File: src/rtl/axi_pkg.sv
package axi_pkg;

  // field widths for the traced AXI port
  localparam int AXI_ID_W   = 8;
  localparam int AXI_ADDR_W = 32;
  localparam int AXI_LEN_W  = 8;
  localparam int AXI_USER_W = 4;

  // AR and AW carry the same set of fields
  typedef struct packed {
    logic [AXI_ID_W-1:0]   id;
    logic [AXI_ADDR_W-1:0] addr;
    // beats minus one
    logic [AXI_LEN_W-1:0]  len;
    // log2 of the bytes per beat
    logic [2:0]            size;
    // fixed, incr or wrap
    logic [1:0]            burst;
    logic                  lock;
    logic [3:0]            cache;
    logic [2:0]            prot;
    logic [3:0]            qos;
    logic [AXI_USER_W-1:0] user;
  } axi_ax_t;

  // write response, travels from subordinate back to manager
  typedef struct packed {
    logic [AXI_ID_W-1:0]   id;
    // okay, exokay, slverr or decerr
    logic [1:0]            resp;
    logic [AXI_USER_W-1:0] user;
  } axi_b_t;

endpackage

File: src/rtl/trace_pkg.sv
package trace_pkg;

  import axi_pkg::*;

  // channel code carried in every record, also the tap order at the arbiter
  typedef enum logic [1:0] {
    CH_AR = 2'd0,
    CH_AW = 2'd1,
    CH_B  = 2'd2
  } trace_chan_e;

  // free-running cycle stamp, wraps silently
  localparam int TRACE_STAMP_W = 16;

  // body is sized for the widest payload, the address channel
  localparam int TRACE_BODY_W = $bits(axi_ax_t);

  // one record is one stream beat
  typedef struct packed {
    trace_chan_e              chan;
    logic [TRACE_STAMP_W-1:0] stamp;
    // narrower payloads sit in the low bits, upper bits zero
    logic [TRACE_BODY_W-1:0]  body;
  } trace_rec_t;

endpackage

File: src/rtl/axi_chan_tap.sv
`timescale 1ns/1ps

module axi_chan_tap
  import axi_pkg::*;
  import trace_pkg::*;
#(
  parameter type         payload_t = axi_ax_t,
  parameter trace_chan_e chan      = CH_AR
) (
  input  logic                     clk,
  input  logic                     resetn,
  input  logic [TRACE_STAMP_W-1:0] stamp,

  // source side of the channel
  input  payload_t                 src_payload,
  input  logic                     src_valid,
  output logic                     src_ready,

  // destination side of the channel
  output payload_t                 dst_payload,
  output logic                     dst_valid,
  input  logic                     dst_ready,

  // captured record toward the arbiter
  output trace_rec_t               rec,
  output logic                     rec_valid,
  input  logic                     rec_ready
);

  logic                     full;
  logic                     buf_free;
  logic                     hs;
  logic [TRACE_STAMP_W-1:0] stamp_q;
  logic [TRACE_BODY_W-1:0]  body_q;

  // the slot counts as free in the cycle its record is taken
  assign buf_free = !full || rec_ready;

  // payload is never touched, only the handshake is gated
  assign dst_payload = src_payload;
  assign dst_valid   = src_valid && buf_free;
  assign src_ready   = dst_ready && buf_free;

  assign hs = src_valid && src_ready;

  always_ff @(posedge clk) begin
    if (!resetn) begin
      full <= 1'b0;
    end else if (hs) begin
      full <= 1'b1;
    end else if (full && rec_ready) begin
      full <= 1'b0;
    end
  end

  // record payload, loaded on every handshake
  always_ff @(posedge clk) begin
    if (hs) begin
      stamp_q <= stamp;
      // zero extension of the shorter payloads
      body_q  <= TRACE_BODY_W'(src_payload);
    end
  end

  // the channel code is fixed per tap
  assign rec       = '{chan: chan, stamp: stamp_q, body: body_q};
  assign rec_valid = full;

  // the manager must hold its request while we stall it
  a_src_stable : assert property (
    @(posedge clk) disable iff (!resetn)
    src_valid && !src_ready |=> $stable(src_payload)
  ) else $error("%m: source payload changed while stalled");

endmodule

File: src/rtl/axi_trace_top.sv
`timescale 1ns/1ps

module axi_trace_top
  import axi_pkg::*;
  import trace_pkg::*;
(
  input  logic       clk,
  input  logic       resetn,

  // read address, manager to subordinate
  input  axi_ax_t    s_ar,
  input  logic       s_arvalid,
  output logic       s_arready,
  output axi_ax_t    m_ar,
  output logic       m_arvalid,
  input  logic       m_arready,

  // write address, manager to subordinate
  input  axi_ax_t    s_aw,
  input  logic       s_awvalid,
  output logic       s_awready,
  output axi_ax_t    m_aw,
  output logic       m_awvalid,
  input  logic       m_awready,

  // write response, subordinate back to manager
  input  axi_b_t     m_b,
  input  logic       m_bvalid,
  output logic       m_bready,
  output axi_b_t     s_b,
  output logic       s_bvalid,
  input  logic       s_bready,

  // trace records
  output trace_rec_t stream_tdata,
  output logic       stream_tlast,
  output logic       stream_tvalid,
  input  logic       stream_tready
);

  localparam int NUM_TAPS = 3;

  logic [TRACE_STAMP_W-1:0]  stamp;
  trace_rec_t [NUM_TAPS-1:0] tap_rec;
  logic       [NUM_TAPS-1:0] tap_valid;
  logic       [NUM_TAPS-1:0] tap_ready;

  // zero in the first cycle out of reset, wraps at its width
  always_ff @(posedge clk) begin
    if (!resetn) begin
      stamp <= '0;
    end else begin
      stamp <= stamp + 1'b1;
    end
  end

  axi_chan_tap #(
    .payload_t (axi_ax_t),
    .chan      (CH_AR)
  ) ar_tap (
    .clk         (clk),
    .resetn      (resetn),
    .stamp       (stamp),
    .src_payload (s_ar),
    .src_valid   (s_arvalid),
    .src_ready   (s_arready),
    .dst_payload (m_ar),
    .dst_valid   (m_arvalid),
    .dst_ready   (m_arready),
    .rec         (tap_rec[CH_AR]),
    .rec_valid   (tap_valid[CH_AR]),
    .rec_ready   (tap_ready[CH_AR])
  );

  axi_chan_tap #(
    .payload_t (axi_ax_t),
    .chan      (CH_AW)
  ) aw_tap (
    .clk         (clk),
    .resetn      (resetn),
    .stamp       (stamp),
    .src_payload (s_aw),
    .src_valid   (s_awvalid),
    .src_ready   (s_awready),
    .dst_payload (m_aw),
    .dst_valid   (m_awvalid),
    .dst_ready   (m_awready),
    .rec         (tap_rec[CH_AW]),
    .rec_valid   (tap_valid[CH_AW]),
    .rec_ready   (tap_ready[CH_AW])
  );

  // B runs the other way, so the subordinate side is the source here
  axi_chan_tap #(
    .payload_t (axi_b_t),
    .chan      (CH_B)
  ) b_tap (
    .clk         (clk),
    .resetn      (resetn),
    .stamp       (stamp),
    .src_payload (m_b),
    .src_valid   (m_bvalid),
    .src_ready   (m_bready),
    .dst_payload (s_b),
    .dst_valid   (s_bvalid),
    .dst_ready   (s_bready),
    .rec         (tap_rec[CH_B]),
    .rec_valid   (tap_valid[CH_B]),
    .rec_ready   (tap_ready[CH_B])
  );

  trace_arbiter #(
    .num_src (NUM_TAPS)
  ) trace_arbiter_i (
    .clk           (clk),
    .resetn        (resetn),
    .src_rec       (tap_rec),
    .src_valid     (tap_valid),
    .src_ready     (tap_ready),
    .stream_tdata  (stream_tdata),
    .stream_tlast  (stream_tlast),
    .stream_tvalid (stream_tvalid),
    .stream_tready (stream_tready)
  );

endmodule

File: src/rtl/trace_arbiter.sv
`timescale 1ns/1ps

module trace_arbiter
  import trace_pkg::*;
#(
  parameter int num_src = 3
) (
  input  logic                     clk,
  input  logic                     resetn,

  // records from the taps, index is the channel code
  input  trace_rec_t [num_src-1:0] src_rec,
  input  logic       [num_src-1:0] src_valid,
  output logic       [num_src-1:0] src_ready,

  // merged trace stream
  output trace_rec_t               stream_tdata,
  output logic                     stream_tlast,
  output logic                     stream_tvalid,
  input  logic                     stream_tready
);

  localparam int IDX_W = (num_src > 1) ? $clog2(num_src) : 1;

  logic             out_valid;
  trace_rec_t       out_data;
  logic [IDX_W-1:0] last_grant;
  logic [IDX_W-1:0] grant_idx;
  logic             found;
  logic             load;

  // output slot can take a new record
  assign load = !out_valid || stream_tready;

  // search starts one past the last winner and wraps
  always_comb begin
    int cand;
    found     = 1'b0;
    grant_idx = last_grant;
    for (int i = 1; i <= num_src; i++) begin
      cand = int'(last_grant) + i;
      if (cand >= num_src) begin
        cand = cand - num_src;
      end
      if (!found && src_valid[cand]) begin
        found     = 1'b1;
        grant_idx = IDX_W'(cand);
      end
    end
  end

  // only the winner sees ready, and only when the slot loads
  always_comb begin
    src_ready = '0;
    if (load && found) begin
      src_ready[grant_idx] = 1'b1;
    end
  end

  always_ff @(posedge clk) begin
    if (!resetn) begin
      out_valid  <= 1'b0;
      // so that the first search begins at CH_AR
      last_grant <= IDX_W'(num_src - 1);
    end else if (load) begin
      out_valid <= found;
      if (found) begin
        last_grant <= grant_idx;
      end
    end
  end

  always_ff @(posedge clk) begin
    if (load && found) begin
      out_data <= src_rec[grant_idx];
    end
  end

  assign stream_tdata  = out_data;
  assign stream_tvalid = out_valid;
  // each record is a packet of its own
  assign stream_tlast  = 1'b1;

  // at most one tap is served, and never one without a record
  a_grant_onehot : assert property (
    @(posedge clk) disable iff (!resetn)
    $onehot0(src_ready) && ((src_ready & ~src_valid) == '0)
  ) else $error("%m: bad grant vector %b", src_ready);

  a_stream_hold : assert property (
    @(posedge clk) disable iff (!resetn)
    stream_tvalid && !stream_tready |=> stream_tvalid && $stable(stream_tdata)
  ) else $error("%m: stream beat dropped or changed under back-pressure");

endmodule

File: config.mk
export PLATFORM = sky130hd
export DESIGN_NAME = axi_trace_top
export DESIGN_NICKNAME = d
export VERILOG_FILES = /design/src/rtl/axi_pkg.sv /design/src/rtl/trace_pkg.sv /design/src/rtl/axi_chan_tap.sv /design/src/rtl/axi_trace_top.sv /design/src/rtl/trace_arbiter.sv
export SDC_FILE = /design/constraint.sdc
export NUM_CORES = 1
export LEC_CHECK = 0
export ABC_AREA = 1
export BUFFER_PORTS_ARGS = -buffer_cell sky130_fd_sc_hd__buf_4
export CAP_MARGIN = 20
export CELL_PAD_IN_SITES_DETAIL_PLACEMENT = 1
export CELL_PAD_IN_SITES_GLOBAL_PLACEMENT = 1
export CORE_ASPECT_RATIO = 1.2
export CORE_MARGIN = 2
export CORE_UTILIZATION = 40
export DETAILED_ROUTE_END_ITERATION = 8
export HOLD_SLACK_MARGIN = 0.06
export PLACE_DENSITY = 0.8
export SLEW_MARGIN = 5
export SYNTH_ARGS = -nofsm -noshare
export SYNTH_HDL_FRONTEND = slang
export SYNTH_SLANG_ARGS = --single-unit
File: constraint.sdc
create_clock -name clk -period 14.1 [get_ports clk]
set_input_delay 2.115 -clock clk [delete_from_list [all_inputs] [get_ports clk]]
set_output_delay 2.115 -clock clk [all_outputs]
set_load 0.05 [all_outputs]
==> results of run 1 <==
state kept, by name (all words and copies together), names as in the netlist:
| signal | flops |
|---|---|
| aw_tap.rec_valid | 1 |
| ar_tap.body_q | 69 |
| ar_tap.rec_valid | 1 |
| stamp | 16 |
| trace_arbiter_i.stream_tdata | 87 |
| aw_tap.body_q | 69 |
| b_tap.stamp_q | 16 |
| aw_tap.stamp_q | 16 |
| b_tap.body_q | 14 |
| ar_tap.stamp_q | 16 |
| trace_arbiter_i.last_grant | 2 |
| b_tap.rec_valid | 1 |
| trace_arbiter_i.stream_tvalid | 1 |
layout by cell type (no fill, tap or decap), drive strengths merged:
| cell | count |
|---|---|
| nand3 | 17 |
| o21ai | 128 |
| buf | 415 |
| xnor2 | 2 |
| conb | 1 |
| nand2 | 78 |
| ha | 5 |
| o211ai | 1 |
| nor3b | 1 |
| clkinv | 6 |
| a21oi | 10 |
| inv | 44 |
| dfxtp | 22 |
| nor3 | 7 |
| nor2 | 174 |
| edfxtp | 287 |
| o21a | 1 |
| nand4 | 1 |
| clkbuf | 36 |
| bufinv | 10 |
| clkinvlp | 1 |
where the power goes:
group	leakage, nW	switching, mW	internal, mW
Combinational	2.95	1.57	0.481
Clock	0.562	0.345	0.590
Sequential	2.94	0.0714	1.39
Total	6.45	1.98	2.46
path summary, 6_finish.rpt:
kind | end
max | s_bvalid
min | stamp[11]$_SDFF_PN0_
max reg2reg | aw_tap.body_q[38]$_DFFE_PP_
min reg2reg | stamp[11]$_SDFF_PN0_
per-layer routing:
layer	track usage (%)	vias up	part of all wire (%)	routed length [um]
li1	-	3681	-	-
met1	23.39	3984	36	12390
met2	37.42	293	54	18730
met3	2.912	75	5.9	2028
met4	7.439	0	3.7	1261
met5	0	-	0	0
area by class of cell:
cell class / instances / area, um^2
timing repair buffer: 415 / 3115
tap: 396 / 495.5
multi-input combinational: 426 / 1973
inverter: 42 / 160.2
clock buffer: 36 / 804.5
clock inverter: 19 / 354.1
sequential: 309 / 9059
fill: 3152 / 14690
Yosys cell counts (all sizes together):
| cell | count |
|---|---|
| a21oi | 10 |
| nor2 | 174 |
| conb | 1 |
| buf | 178 |
| xnor2 | 2 |
| nand4 | 1 |
| nand3 | 17 |
| ha | 5 |
| o211ai | 1 |
| nor3 | 7 |
| o21ai | 128 |
| nand2 | 78 |
| inv | 42 |
| o21a | 1 |
| edfxtp | 287 |
| dfxtp | 22 |
| clkbuf | 7 |
| nor3b | 1 |
worst register-to-register path, delay by kind of cell (launching register included):
kind,cells,cell delay [ns]
flops,1,0.43
simple gates,10,1.93
fa+ha+maj,1,0.45
buf+inv,4,1.32
per-stage QoR:
step / cells / power, mW / hold slack [ns] / instance area [um^2] / utilization (%)
after floorplan: 962 / 2.965 / 0.4446 / 12520 / -
after global placement: 1588 / 3.464 / 0.4735 / 14800 / 48.29
after detailed placement: 1588 / 3.553 / 0.5155 / 14800 / 48.29
after CTS: 1643 / 4.494 / 0.5325 / 15960 / 52.07
after global routing: 1643 / 4.680 / 0.5492 / 15960 / 52.07
final: 1643 / 4.445 / 0.5350 / 15960 / 52.07
kinds of logic after synthesis:
logic type	Yosys count	synth area share, %
DFF	309	72.38
and+or+nand+nor	278	9.027
buffers and inverters	227	12.07
AOI/OAI and AO/OA	140	5.858
adders and majority gates	5	0.4999
xor gates and xnor gates	2	0.1400
other	1	0.02996
==> out/summary.md, run 1 <==
Worst setup path
- data required time of the critical path: 11.98 ns
- critical-path maximum fanout: 46
- critical path type: primary input to output port
- worst r2r path cells: 15
- highest-delay cell along the critical path: sky130_fd_sc_hd__buf_4
- sort of element at the end of the critical path: output port
- Worst R2R Setup Slack: 9.54 ns
- number of cells on the critical path: 9
- Crit path top cell by count: sky130_fd_sc_hd__buf_4
- type of origin of the critical path: primary input
- delay of the slowest cell on the worst path: 0.53 ns
- beginning of the critical path: stream_tready
- total buffers and inverters traversed by the critical path: 5
- worst reg2reg path startpoint: trace_arbiter_i.last_grant[0]$_SDFFE_PN0P_
- largest delay contributor family on the critical path: buffers and inverters
- critical path, cell by cell: buf_4, nor2_1, a21oi_4, buf_4, inv_1, o21ai_2, inv_2, nor2_1, buf_4
- signal arrival time at the worst endpoint: 3.81 ns

Floorplanning
- Starting Density: 40.83%
- Boundary Pins: 408
- row cnt: 70
- Chip Width: 165.5 um
- die boundary height: 197.8 um
- full die area: 32730 um^2
- placeable core region: 30650 um^2

Pwr
- Worst VDD drop: 0.0001674 V
- cell leakage power: 6.453 nW
- Pwr per Cell Area: 278.5 nW/um^2

Clock tree
- clock insertion delay at the later pin of the skew report: 0.55 ns
- maximum level of the CTS H-tree: 1
- buffer levels on the longest clock path: 3
- clock root cell: sky130_fd_sc_hd__clkbuf_16
- cts hold-fix bufs: 0
- CTS tree: yes
- TritonCTS Buffers: 30
- total clock sinks: 309
- Reg clk slew, reported paths: 0.06 ns
- number of gates given a new drive strength after cts: 0
- Post CTS Setup Buffer Count: 0

Min path
- cell depth of the worst hold path: 2
- launch instance of the worst min-delay path: stamp[11]$_SDFF_PN0_
- worst hold path type: register to register

Placement
- placed wire-length estimate after detailed placement: 23.66 mm
- final weighted congestion in routability-driven placement: 0.7848
- Port Buf Inserts: 406
- setup slack at placement: 8.148 ns

Timing
- Final Hold Viols: 0
- ratio of final minimum period to clock period: 42.03%
- unrepaired setup endpoints after global routing: false
- slack of the critical path: 8.174 ns
- Clock Skew: 0.007078 ns
- Pins Over Slew Limit: 0
- minimum period implied by the final worst setup slack: 5.926 ns
- Setup TNS: 0 ns
- number of endpoints failing setup at the final stage: 0
- slew at the pin with the worst max-slew slack: 0.9596 ns
- Slew Limit Headroom: 35.88%
- achievable clock frequency: 168.7 MHz

Drt
- wirelength, routed: 34.41 mm
- count of nets left with antenna violations after detail routing: 0
- drt wl/cell: 20.94 um
- vias: 8033
- DRC violation count after routing: 0
- Detailed Route Iter0 Violations: 518
- Vias/cell: 4.889
- drt pass-1 iters: 5

Global route
- wire length of the first global-routing pass: 49.50 mm
- largest net degree at the start of global routing: 91
- Tot GR Track Use: 20.18%
- Congestion Overflow GR: 0
- number of global-route vias before repair: 8524
- number of antenna violations at the first check in global routing: 0

Yosys
- share of Yosys cell area claimed by the top area cell type: 68.86%
- post-synth design cell area: 12520 um^2
- net count after synthesis: 1128
- top cells by area in the synthesized netlist: sky130_fd_sc_hd__edfxtp_1 69%, sky130_fd_sc_hd__buf_4 9.5%, sky130_fd_sc_hd__nor2_1 5.2%, sky130_fd_sc_hd__o21ai_0 3.8%, sky130_fd_sc_hd__dfxtp_1 3.5%
- synthesis-stage register bit count: 309
- YS warnings: 0
- Syn Area/Cell: 13.01 um^2
- dominant cell type by area after synthesis: sky130_fd_sc_hd__edfxtp_1
- sequential element share of the synthesized area: 72.38%
- synthesized instance count: 962
- post-synthesis cell type count: 33

Finish
- number of nets at the end of the flow: 1390
- layout-stage area growth over the synthesis result: 27.53%
- ratio of cells with drive above 1 in the final layout: 39.13%
- antenna cells: 0

Job
- max-capacitance violation count: 0

Outcome
- result of the run: finished, final reports clean

(Power assumes the default switching activity.)
==> run 2, diff against run 1 <==
--- a/config.mk
+++ b/config.mk
@@ -12,10 +12,10 @@
 export CELL_PAD_IN_SITES_GLOBAL_PLACEMENT = 1
 export CORE_ASPECT_RATIO = 1.2
 export CORE_MARGIN = 2
-export CORE_UTILIZATION = 40
+export CORE_UTILIZATION = 36
 export DETAILED_ROUTE_END_ITERATION = 8
 export HOLD_SLACK_MARGIN = 0.06
-export PLACE_DENSITY = 0.8
+export PLACE_DENSITY = 0.76
 export SLEW_MARGIN = 5
 export SYNTH_ARGS = -nofsm -noshare
 export SYNTH_HDL_FRONTEND = slang
==> constraint.sdc (replaced) <==
create_clock -name clk -period 5.2 [get_ports clk]
set_input_delay 0.78 -clock clk [delete_from_list [all_inputs] [get_ports clk]]
set_output_delay 0.78 -clock clk [all_outputs]
set_load 0.05 [all_outputs]
==> run 2 against run 1 <==
Against the previous run: first-iteration DRC count is 2.5% higher; clock power grew to 2.7 times the previous value; sequential cell count unchanged; total power increased to 2.7 times the previous value; critical path depth increased by 7; highest routed layer unchanged.
==> out/summary.md, run 2 (synthesis results as in run 1) <==
Finish
- number of nets at the end of the flow: 1395, was 1390
- ratio of cells with drive above 1 in the final layout: 39.35%, was 39.13%
- area of combinational cells with multiple inputs: 1993 um^2, was 1973 um^2
- share of the core filled with cells in the final layout: 47.14%, was 52.07%
- number of flip-flops in the largest register: 87, unchanged
- layout filler cell count: 3518, was 3152
- most common library cell in the layout ignoring fill and taps: sky130_fd_sc_hd__buf_4, unchanged
- final cell area excluding filler cells: 16100 um^2, was 15960 um^2
- commonest non-fill, non-tap cells in the layout: 414 x sky130_fd_sc_hd__buf_4, 287 x sky130_fd_sc_hd__edfxtp_1, 172 x sky130_fd_sc_hd__nor2_1, was 415 x sky130_fd_sc_hd__buf_4, 287 x sky130_fd_sc_hd__edfxtp_1, 172 x sky130_fd_sc_hd__nor2_1
- layout-stage area growth over the synthesis result: 28.67%, was 27.53%
- combined flip-flop and latch cell area: 9064 um^2, was 9059 um^2

Worst setup path
- critical-path maximum fanout: 51, was 46
- signal arrival time at the worst endpoint: 3.64 ns, was 3.81 ns
- critical path type: register to output port, was primary input to output port
- sort of element at the end of the critical path: output port, unchanged
- type of origin of the critical path: register, was primary input
- Worst R2R Setup Slack: 1.26 ns, was 9.54 ns
- data required time of the critical path: 4.42 ns, was 11.98 ns

Pwr
- sequential share of power: 32.8%, was 32.9%
- Sw Share: 44.80%, was 44.62%
- share of power burned in the clock network: 20.7%, was 21.0%
- Net Sw Power: 5.410 mW, was 1.984 mW
- Worst VDD drop: 0.0005524 V, was 0.0001674 V
- final total power: 12.08 mW, was 4.445 mW
- internal power component: 6.666 mW, was 2.462 mW
- Pwr per Cell Area: 749.8 nW/um^2, was 278.5 nW/um^2
- cell leakage power: 6.466 nW, was 6.453 nW
- portion of total power attributed to combinational logic: 46.5%, was 46.1%

Timing
- minimum period implied by the final worst setup slack: 4.418 ns
- Pins Over Slew Limit: 0, unchanged
- achievable clock frequency: 226.4 MHz
- Slew Limit Headroom: 36.66%, was 35.88%
- Final Hold Viols: 0, unchanged
- Clock Skew: 0.02326 ns, was 0.007078 ns
- slew at the pin with the worst max-slew slack: 0.9480 ns, was 0.9596 ns
- unrepaired setup endpoints after global routing: false, unchanged
- ratio of final minimum period to clock period: 84.95%
- number of endpoints failing setup at the final stage: 0, unchanged

Floorplanning
- Starting Density: 36.63%, was 40.83%
- full die area: 36280 um^2, was 32730 um^2
- row cnt: 74, was 70
- die boundary height: 208.3 um, was 197.8 um
- Boundary Pins: 408, unchanged
- placeable core region: 34170 um^2, was 30650 um^2
- Chip Width: 174.2 um, was 165.5 um

Drt
- drt pass-1 iters: 5, unchanged
- vias: 8021, was 8033
- DRC violation count after routing: 0, unchanged
- wirelength, routed: 34.87 mm, was 34.41 mm
- drt wl/cell: 20.39 um, was 20.94 um
- count of nets left with antenna violations after detail routing: 0, unchanged
- Vias/cell: 4.691, was 4.889
- Detailed Route Iter0 Violations: 531, was 518

Global route
- Tot GR Track Use: 18.67%, was 20.18%
- number of global-route vias before repair: 8519, was 8524
- Congestion Overflow GR: 0, unchanged
- largest net degree at the start of global routing: 86, was 91
- wire length of the first global-routing pass: 51.18 mm, was 49.50 mm
- number of antenna violations at the first check in global routing: 1, was 0

Placement
- post-place instance area: 14950 um^2, was 14800 um^2
- Port Buf Inserts: 406, unchanged
- final weighted congestion in routability-driven placement: 0.7929, was 0.7848
- placed wire-length estimate after detailed placement: 24.60 mm, was 23.66 mm

Clock tree
- Post CTS Setup Buffer Count: 0, unchanged
- total clock sinks: 309, unchanged
- clock root cell: sky130_fd_sc_hd__clkbuf_16, unchanged
- buffer levels on the longest clock path: 3, unchanged
- CTS tree: yes, unchanged
- cts hold-fix bufs: 0, unchanged
- number of gates given a new drive strength after cts: 0, unchanged
- Reg clk slew, reported paths: 0.07 ns, was 0.06 ns
- TritonCTS Buffers: 34, was 30
- clock insertion delay at the later pin of the skew report: 0.52 ns, was 0.55 ns
- maximum level of the CTS H-tree: 2, was 1

Outcome
- result of the run: finished, final reports clean, unchanged

Min path
- worst hold path type: primary input to register, was register to register

Job
- max-capacitance violation count: 0, unchanged

-- run 2: cell type report --
| cell class | count | area share (%) |
|---|---|---|
| multi-input combinational | 426 | 12.38 |
| antenna | 1 | 0.01554 |
| timing repair buffer | 416 | 19.59 |
| tap | 456 | 3.543 |
| inverter | 42 | 1.010 |
| sequential | 309 | 56.28 |
| clock buffer | 48 | 6.068 |
| clock inverter | 12 | 1.111 |
-- run 2: critical path, stage by stage (launching register included) --
cell and delay (ns):
sky130_fd_sc_hd__dfxtp_4 0.38, sky130_fd_sc_hd__inv_4 0.06, sky130_fd_sc_hd__ha_4 0.34, sky130_fd_sc_hd__inv_4 0.06
sky130_fd_sc_hd__nand2_2 0.08, sky130_fd_sc_hd__nor2_1 0.04, sky130_fd_sc_hd__nor2_1 0.09, sky130_fd_sc_hd__nand2_1 0.11
sky130_fd_sc_hd__nor2_2 0.19, sky130_fd_sc_hd__nand2_2 0.10, sky130_fd_sc_hd__nand2_4 0.36, sky130_fd_sc_hd__buf_4 0.54
sky130_fd_sc_hd__nand3_1 0.14, sky130_fd_sc_hd__nand2_1 0.15, sky130_fd_sc_hd__inv_2 0.07, sky130_fd_sc_hd__nor2_1 0.09
sky130_fd_sc_hd__buf_4 0.20
-- run 2: path summary, 6_finish.rpt --
check                                                   from                          end  depth (start not counted)
hold reg to reg                          stamp[0]$_SDFF_PN0_          stamp[0]$_SDFF_PN0_                          1
setup reg to reg  trace_arbiter_i.last_grant[0]$_SDFFE_PN0P_  ar_tap.body_q[61]$_DFFE_PP_                         16
setup / recovery  trace_arbiter_i.last_grant[0]$_SDFFE_PN0P_                    s_arready                         16
hold / removal                                       m_b[11]   b_tap.body_q[11]$_DFFE_PP_                          1
-- run 2: power groups by stage --
stage / combinational [mW] / sequential (mW) / clock [mW]
after floorplan: 2.79 / 5.24 / 0
after global placement: 5.45 / 3.99 / 0
after detailed placement: 5.68 / 4.01 / 0
after CTS: 5.72 / 3.97 / 2.55
after global routing: 6.10 / 4.01 / 2.63
final: 5.62 / 3.96 / 2.50
-- run 2: routing by layer --
layer	GRT usage, %	up-vias	routed length, um
li1	-	3696	-
met5	0	-	0
met3	3.692	67	1763
met1	20.33	3981	12480
met4	7.389	0	1241
met2	35.22	277	19380
-- run 2: per-stage QoR --
step,setup TNS [ns],cells,worst slack [ns],hold WS (ns)
3_5_place_dp,0,1649,1.353,0.5041
6_report,0,1710,0.7825,0.4507
5_1_grt,0,1710,0.5015,0.4269
3_3_place_gp,0,1648,1.465,0.4637
4_1_cts,0,1709,0.7771,0.4275
2_1_floorplan,-63.13,962,-0.3714,0.4446
==> run 3, diff against run 2 <==
--- a/config.mk
+++ b/config.mk
@@ -5,17 +5,17 @@
 export SDC_FILE = /design/constraint.sdc
 export NUM_CORES = 1
 export LEC_CHECK = 0
-export ABC_AREA = 1
+export ABC_AREA = 0
 export BUFFER_PORTS_ARGS = -buffer_cell sky130_fd_sc_hd__buf_4
 export CAP_MARGIN = 20
 export CELL_PAD_IN_SITES_DETAIL_PLACEMENT = 1
 export CELL_PAD_IN_SITES_GLOBAL_PLACEMENT = 1
 export CORE_ASPECT_RATIO = 1.2
 export CORE_MARGIN = 2
-export CORE_UTILIZATION = 36
+export CORE_UTILIZATION = 40
 export DETAILED_ROUTE_END_ITERATION = 8
 export HOLD_SLACK_MARGIN = 0.06
-export PLACE_DENSITY = 0.76
+export PLACE_DENSITY = 0.78
 export SLEW_MARGIN = 5
 export SYNTH_ARGS = -nofsm -noshare
 export SYNTH_HDL_FRONTEND = slang
==> constraint.sdc (replaced) <==
create_clock -name clk -period 4.5 [get_ports clk]
set_input_delay 0.675 -clock clk [delete_from_list [all_inputs] [get_ports clk]]
set_output_delay 0.675 -clock clk [all_outputs]
set_load 0.05 [all_outputs]
==> run 3 against run 2 <==
Against the previous run: critical path depth fell by 8; sequential share of layout area fell by 0.87 points; first-iteration DRC count fell by 29%; synthesized cell count fell by 13%; largest cell class unchanged.
==> out/summary.md, run 3 <==
Worst setup path
- data required time of the critical path: 3.83 ns, was 4.42 ns
- critical-path maximum fanout: 55, was 51
- worst reg2reg path startpoint: trace_arbiter_i.last_grant[0]$_SDFFE_PN0P_, unchanged
- total buffers and inverters traversed by the critical path: 3, was 5
- critical path, cell by cell: inv_1, ha_1, inv_1, o221ai_1, o221a_1, o211a_4, a41o_1, buf_4, was inv_4, ha_4, inv_4, nand2_2, nor2_1, nor2_1, nand2_1, nor2_2, nand2_2, nand2_4, buf_4, nand3_1, nand2_1, inv_2, nor2_1, buf_4
- critical path type: register to output port, unchanged
- type of origin of the critical path: register, unchanged
- largest delay contributor family on the critical path: compound AO/OA/AOI/OAI gates, was simple AND/OR/NAND/NOR gates
- worst r2r path cells: 8, was 16
- signal arrival time at the worst endpoint: 3.53 ns, was 3.64 ns
- delay of the slowest cell on the worst path: 0.74 ns, was 0.54 ns
- sort of element at the end of the critical path: output port, unchanged
- Crit path top cell by count: sky130_fd_sc_hd__inv_1, was sky130_fd_sc_hd__nor2_1
- highest-delay cell along the critical path: sky130_fd_sc_hd__o211a_4, was sky130_fd_sc_hd__buf_4
- Worst R2R Setup Slack: 0.76 ns, was 1.26 ns
- endpoint of the most critical register-to-register path: ar_tap.body_q[6]$_DFFE_PP_, was ar_tap.body_q[61]$_DFFE_PP_

Pwr
- share of power burned in the clock network: 22.9%, was 20.7%
- Worst VDD drop: 0.0004518 V, was 0.0005524 V
- internal power component: 7.319 mW, was 6.666 mW
- cell leakage power: 6.519 nW, was 6.466 nW
- portion of total power attributed to combinational logic: 41.0%, was 46.5%
- final total power: 12.24 mW, was 12.08 mW
- Net Sw Power: 4.917 mW, was 5.410 mW
- Pwr per Cell Area: 748.5 nW/um^2, was 749.8 nW/um^2
- Sw Share: 40.19%, was 44.80%
- sequential share of power: 36.1%, was 32.8%

Yosys
- number of enable flip-flop cells after synthesis: 287, unchanged
- dominant cell type by area after synthesis: sky130_fd_sc_hd__edfxtp_1, unchanged
- most common cell in the synthesized netlist: sky130_fd_sc_hd__edfxtp_1, unchanged
- commonest cells in the netlist: 287 x sky130_fd_sc_hd__edfxtp_1, 155 x sky130_fd_sc_hd__buf_4, 118 x sky130_fd_sc_hd__mux2i_1, was 287 x sky130_fd_sc_hd__edfxtp_1, 172 x sky130_fd_sc_hd__nor2_1, 159 x sky130_fd_sc_hd__buf_4
- Post-Synth Simple-Gate Area: 5.723%, was 9.027%
- post-synthesis cell type count: 48, was 33
- post-synth design cell area: 12920 um^2, was 12520 um^2
- YS warnings: 0, unchanged
- Syn Area/Cell: 15.47 um^2, was 13.01 um^2
- synthesized instance count: 835, was 962
- adder-cell share of the synthesized area: 0.4842%, was 0.4999%
- predominant post-synthesis flop cell: sky130_fd_sc_hd__edfxtp_1, unchanged
- complex-gate fraction of the synthesized area: 2.218%, was 5.858%
- synthesis-stage register bit count: 309, unchanged
- post-synthesis xor/xnor area fraction: 0.8813%, was 0.1400%
- share of flip-flops with an asynchronous set or reset after synthesis: 0%, unchanged
- proportion of synthesized area in mux cells: 9.336%, was 0%
- net count after synthesis: 1001, was 1128
- share of Yosys cell area claimed by the top area cell type: 66.71%, was 68.86%
- largest family of logic cells by synthesized area: buffers and inverters, unchanged
- top cells by area in the synthesized netlist: sky130_fd_sc_hd__edfxtp_1 67%, sky130_fd_sc_hd__mux2i_1 9.1%, sky130_fd_sc_hd__buf_4 9.0%, sky130_fd_sc_hd__dfxtp_1 3.4%, sky130_fd_sc_hd__nor2_1 1.8%, was sky130_fd_sc_hd__edfxtp_1 69%, sky130_fd_sc_hd__buf_4 9.5%, sky130_fd_sc_hd__nor2_1 5.2%, sky130_fd_sc_hd__o21ai_0 3.8%, sky130_fd_sc_hd__dfxtp_1 3.5%
- sequential element share of the synthesized area: 70.11%, was 72.38%

Timing
- unrepaired setup endpoints after global routing: false, unchanged
- achievable clock frequency: 237.6 MHz
- ratio of final minimum period to clock period: 93.54%
- Clock Skew: 0.01402 ns, was 0.02326 ns
- Slew Limit Headroom: 39.62%, was 36.66%
- Pins Over Slew Limit: 0, unchanged
- Final Hold Viols: 0, unchanged
- minimum period implied by the final worst setup slack: 4.209 ns
- Setup TNS: 0 ns, unchanged
- slack of the critical path: 0.2906 ns, was 0.7825 ns
- number of endpoints failing setup at the final stage: 0, unchanged
- slew at the pin with the worst max-slew slack: 0.9057 ns, was 0.9480 ns

Finish
- layout-stage area growth over the synthesis result: 26.53%, was 28.67%
- number of flip-flops in the largest register: 87, unchanged
- share of the core filled with cells in the final layout: 50.97%, was 47.14%
- commonest non-fill, non-tap cells in the layout: 421 x sky130_fd_sc_hd__buf_4, 287 x sky130_fd_sc_hd__edfxtp_1, 118 x sky130_fd_sc_hd__mux2i_1, was 414 x sky130_fd_sc_hd__buf_4, 287 x sky130_fd_sc_hd__edfxtp_1, 172 x sky130_fd_sc_hd__nor2_1
- layout filler cell count: 3153, was 3518
- number of nets at the end of the flow: 1273, was 1395
- combined flip-flop and latch cell area: 9059 um^2, was 9064 um^2
- most common library cell in the layout ignoring fill and taps: sky130_fd_sc_hd__buf_4, unchanged
- area of combinational cells with multiple inputs: 2450 um^2, was 1993 um^2
- ratio of cells with drive above 1 in the final layout: 42.45%, was 39.35%

Min path
- Worst Hold Path EP: ar_tap.body_q[47]$_DFFE_PP_, was b_tap.body_q[11]$_DFFE_PP_
- launch instance of the worst min-delay path: s_ar[47], was m_b[11]
- worst hold path type: primary input to register, unchanged
- cell depth of the worst hold path: 1, unchanged

Drt
- drt wl/cell: 20.95 um, was 20.39 um
- DRC violation count after routing: 0, unchanged
- count of nets left with antenna violations after detail routing: 0, unchanged
- wirelength, routed: 32.28 mm, was 34.87 mm
- drt pass-1 iters: 5, unchanged
- vias: 7464, was 8021
- Vias/cell: 4.844, was 4.691
- Detailed Route Iter0 Violations: 375, was 531

Clock tree
- maximum level of the CTS H-tree: 2, unchanged
- Reg clk slew, reported paths: 0.06 ns, was 0.07 ns
- total clock sinks: 309, unchanged
- CTS tree: yes, unchanged
- cts hold-fix bufs: 0, unchanged
- Post CTS Setup Buffer Count: 0, unchanged
- TritonCTS Buffers: 35, was 34
- clock root cell: sky130_fd_sc_hd__clkbuf_16, unchanged
- clock insertion delay at the later pin of the skew report: 0.51 ns, was 0.52 ns
- buffer levels on the longest clock path: 3, unchanged
- number of gates given a new drive strength after cts: 0, unchanged

Placement
- final weighted congestion in routability-driven placement: 0.7932, was 0.7929
- Port Buf Inserts: 406, unchanged
- setup slack at placement: 0.8042 ns, was 1.353 ns
- placed wire-length estimate after detailed placement: 22.65 mm, was 24.60 mm

Global route
- number of global-route vias before repair: 8089, was 8519
- number of antenna violations at the first check in global routing: 1, unchanged
- largest net degree at the start of global routing: 56, was 86
- wire length of the first global-routing pass: 48.00 mm, was 51.18 mm
- Tot GR Track Use: 18.74%, was 18.67%
- Congestion Overflow GR: 0, unchanged

Job
- max-capacitance violation count: 0, unchanged

Floorplanning
- Chip Width: 168.1 um, was 174.2 um
- Starting Density: 40.29%, was 36.63%
- die boundary height: 200.9 um, was 208.3 um
- Boundary Pins: 408, unchanged
- row cnt: 72, was 74
- full die area: 33760 um^2, was 36280 um^2
- placeable core region: 32070 um^2, was 34170 um^2

Outcome
- result of the run: finished, final reports clean, unchanged

run 3: cell type report:
cell class,count,share of cell area (%)
multi-input combinational,331,14.99
clock inverter,17,0.9950
inverter,9,0.2067
tap,407,3.115
clock buffer,46,5.932
antenna,1,0.01531
sequential,309,55.42
timing repair buffer,421,19.33
run 3: routing by layer:
layer | share of wire [%] | vias to the layer above | global-route usage, %
met5 | 0 | - | 0
met4 | 2.6 | 0 | 6.158
met3 | 6.1 | 55 | 4.180
met2 | 53 | 269 | 34.09
met1 | 38 | 3725 | 21.85
li1 | - | 3415 | -
run 3: logic make-up (layout without fill, tap and decap cells):
logic type	Yosys count	count (layout)
DFF	309	309
buffers and inverters	195	493
and+or+nand+nor	160	160
muxes	120	120
AOI/OAI and AO/OA	32	32
xor gates and xnor gates	13	13
adders and majority gates	5	5
other	1	2
run 3: per-stage QoR:
step                      std cells  instance area (um^2)  hold slack, ns
after floorplan                 835                 12940          0.4429
after global placement         1477                 15210          0.4792
after detailed placement       1477                 15210          0.5011
after CTS                      1540                 16340          0.3216
after global routing           1541                 16350          0.3322
final                          1541                 16350          0.3494
run 3: worst max-delay path by stage:
stage | startpoint | endpoint | slack [ns] | cells past startpoint
6_report | trace_arbiter_i.last_grant[0]$_SDFFE_PN0P_ | s_bvalid | 0.29 | 8
2_1_floorplan | trace_arbiter_i.last_grant[0]$_SDFFE_PN0P_ | aw_tap.body_q[0]$_DFFE_PP_ | 0.19 | 8
3_3_place_gp | trace_arbiter_i.last_grant[0]$_SDFFE_PN0P_ | s_bvalid | 0.88 | 8
5_1_grt | trace_arbiter_i.last_grant[0]$_SDFFE_PN0P_ | m_bready | 0.03 | 8
4_1_cts | trace_arbiter_i.last_grant[0]$_SDFFE_PN0P_ | s_bvalid | 0.23 | 8
3_5_place_dp | trace_arbiter_i.last_grant[0]$_SDFFE_PN0P_ | ar_tap.body_q[21]$_DFFE_PP_ | 0.80 | 8
run 3: power by group through the flow:
stage,combinational (mW),clock [mW],sequential (mW)
after floorplan,2.22,0,5.90
after global placement,4.98,0,4.45
after detailed placement,5.08,0,4.48
after CTS,5.10,2.87,4.43
after global routing,5.30,2.96,4.49
final,5.02,2.80,4.42
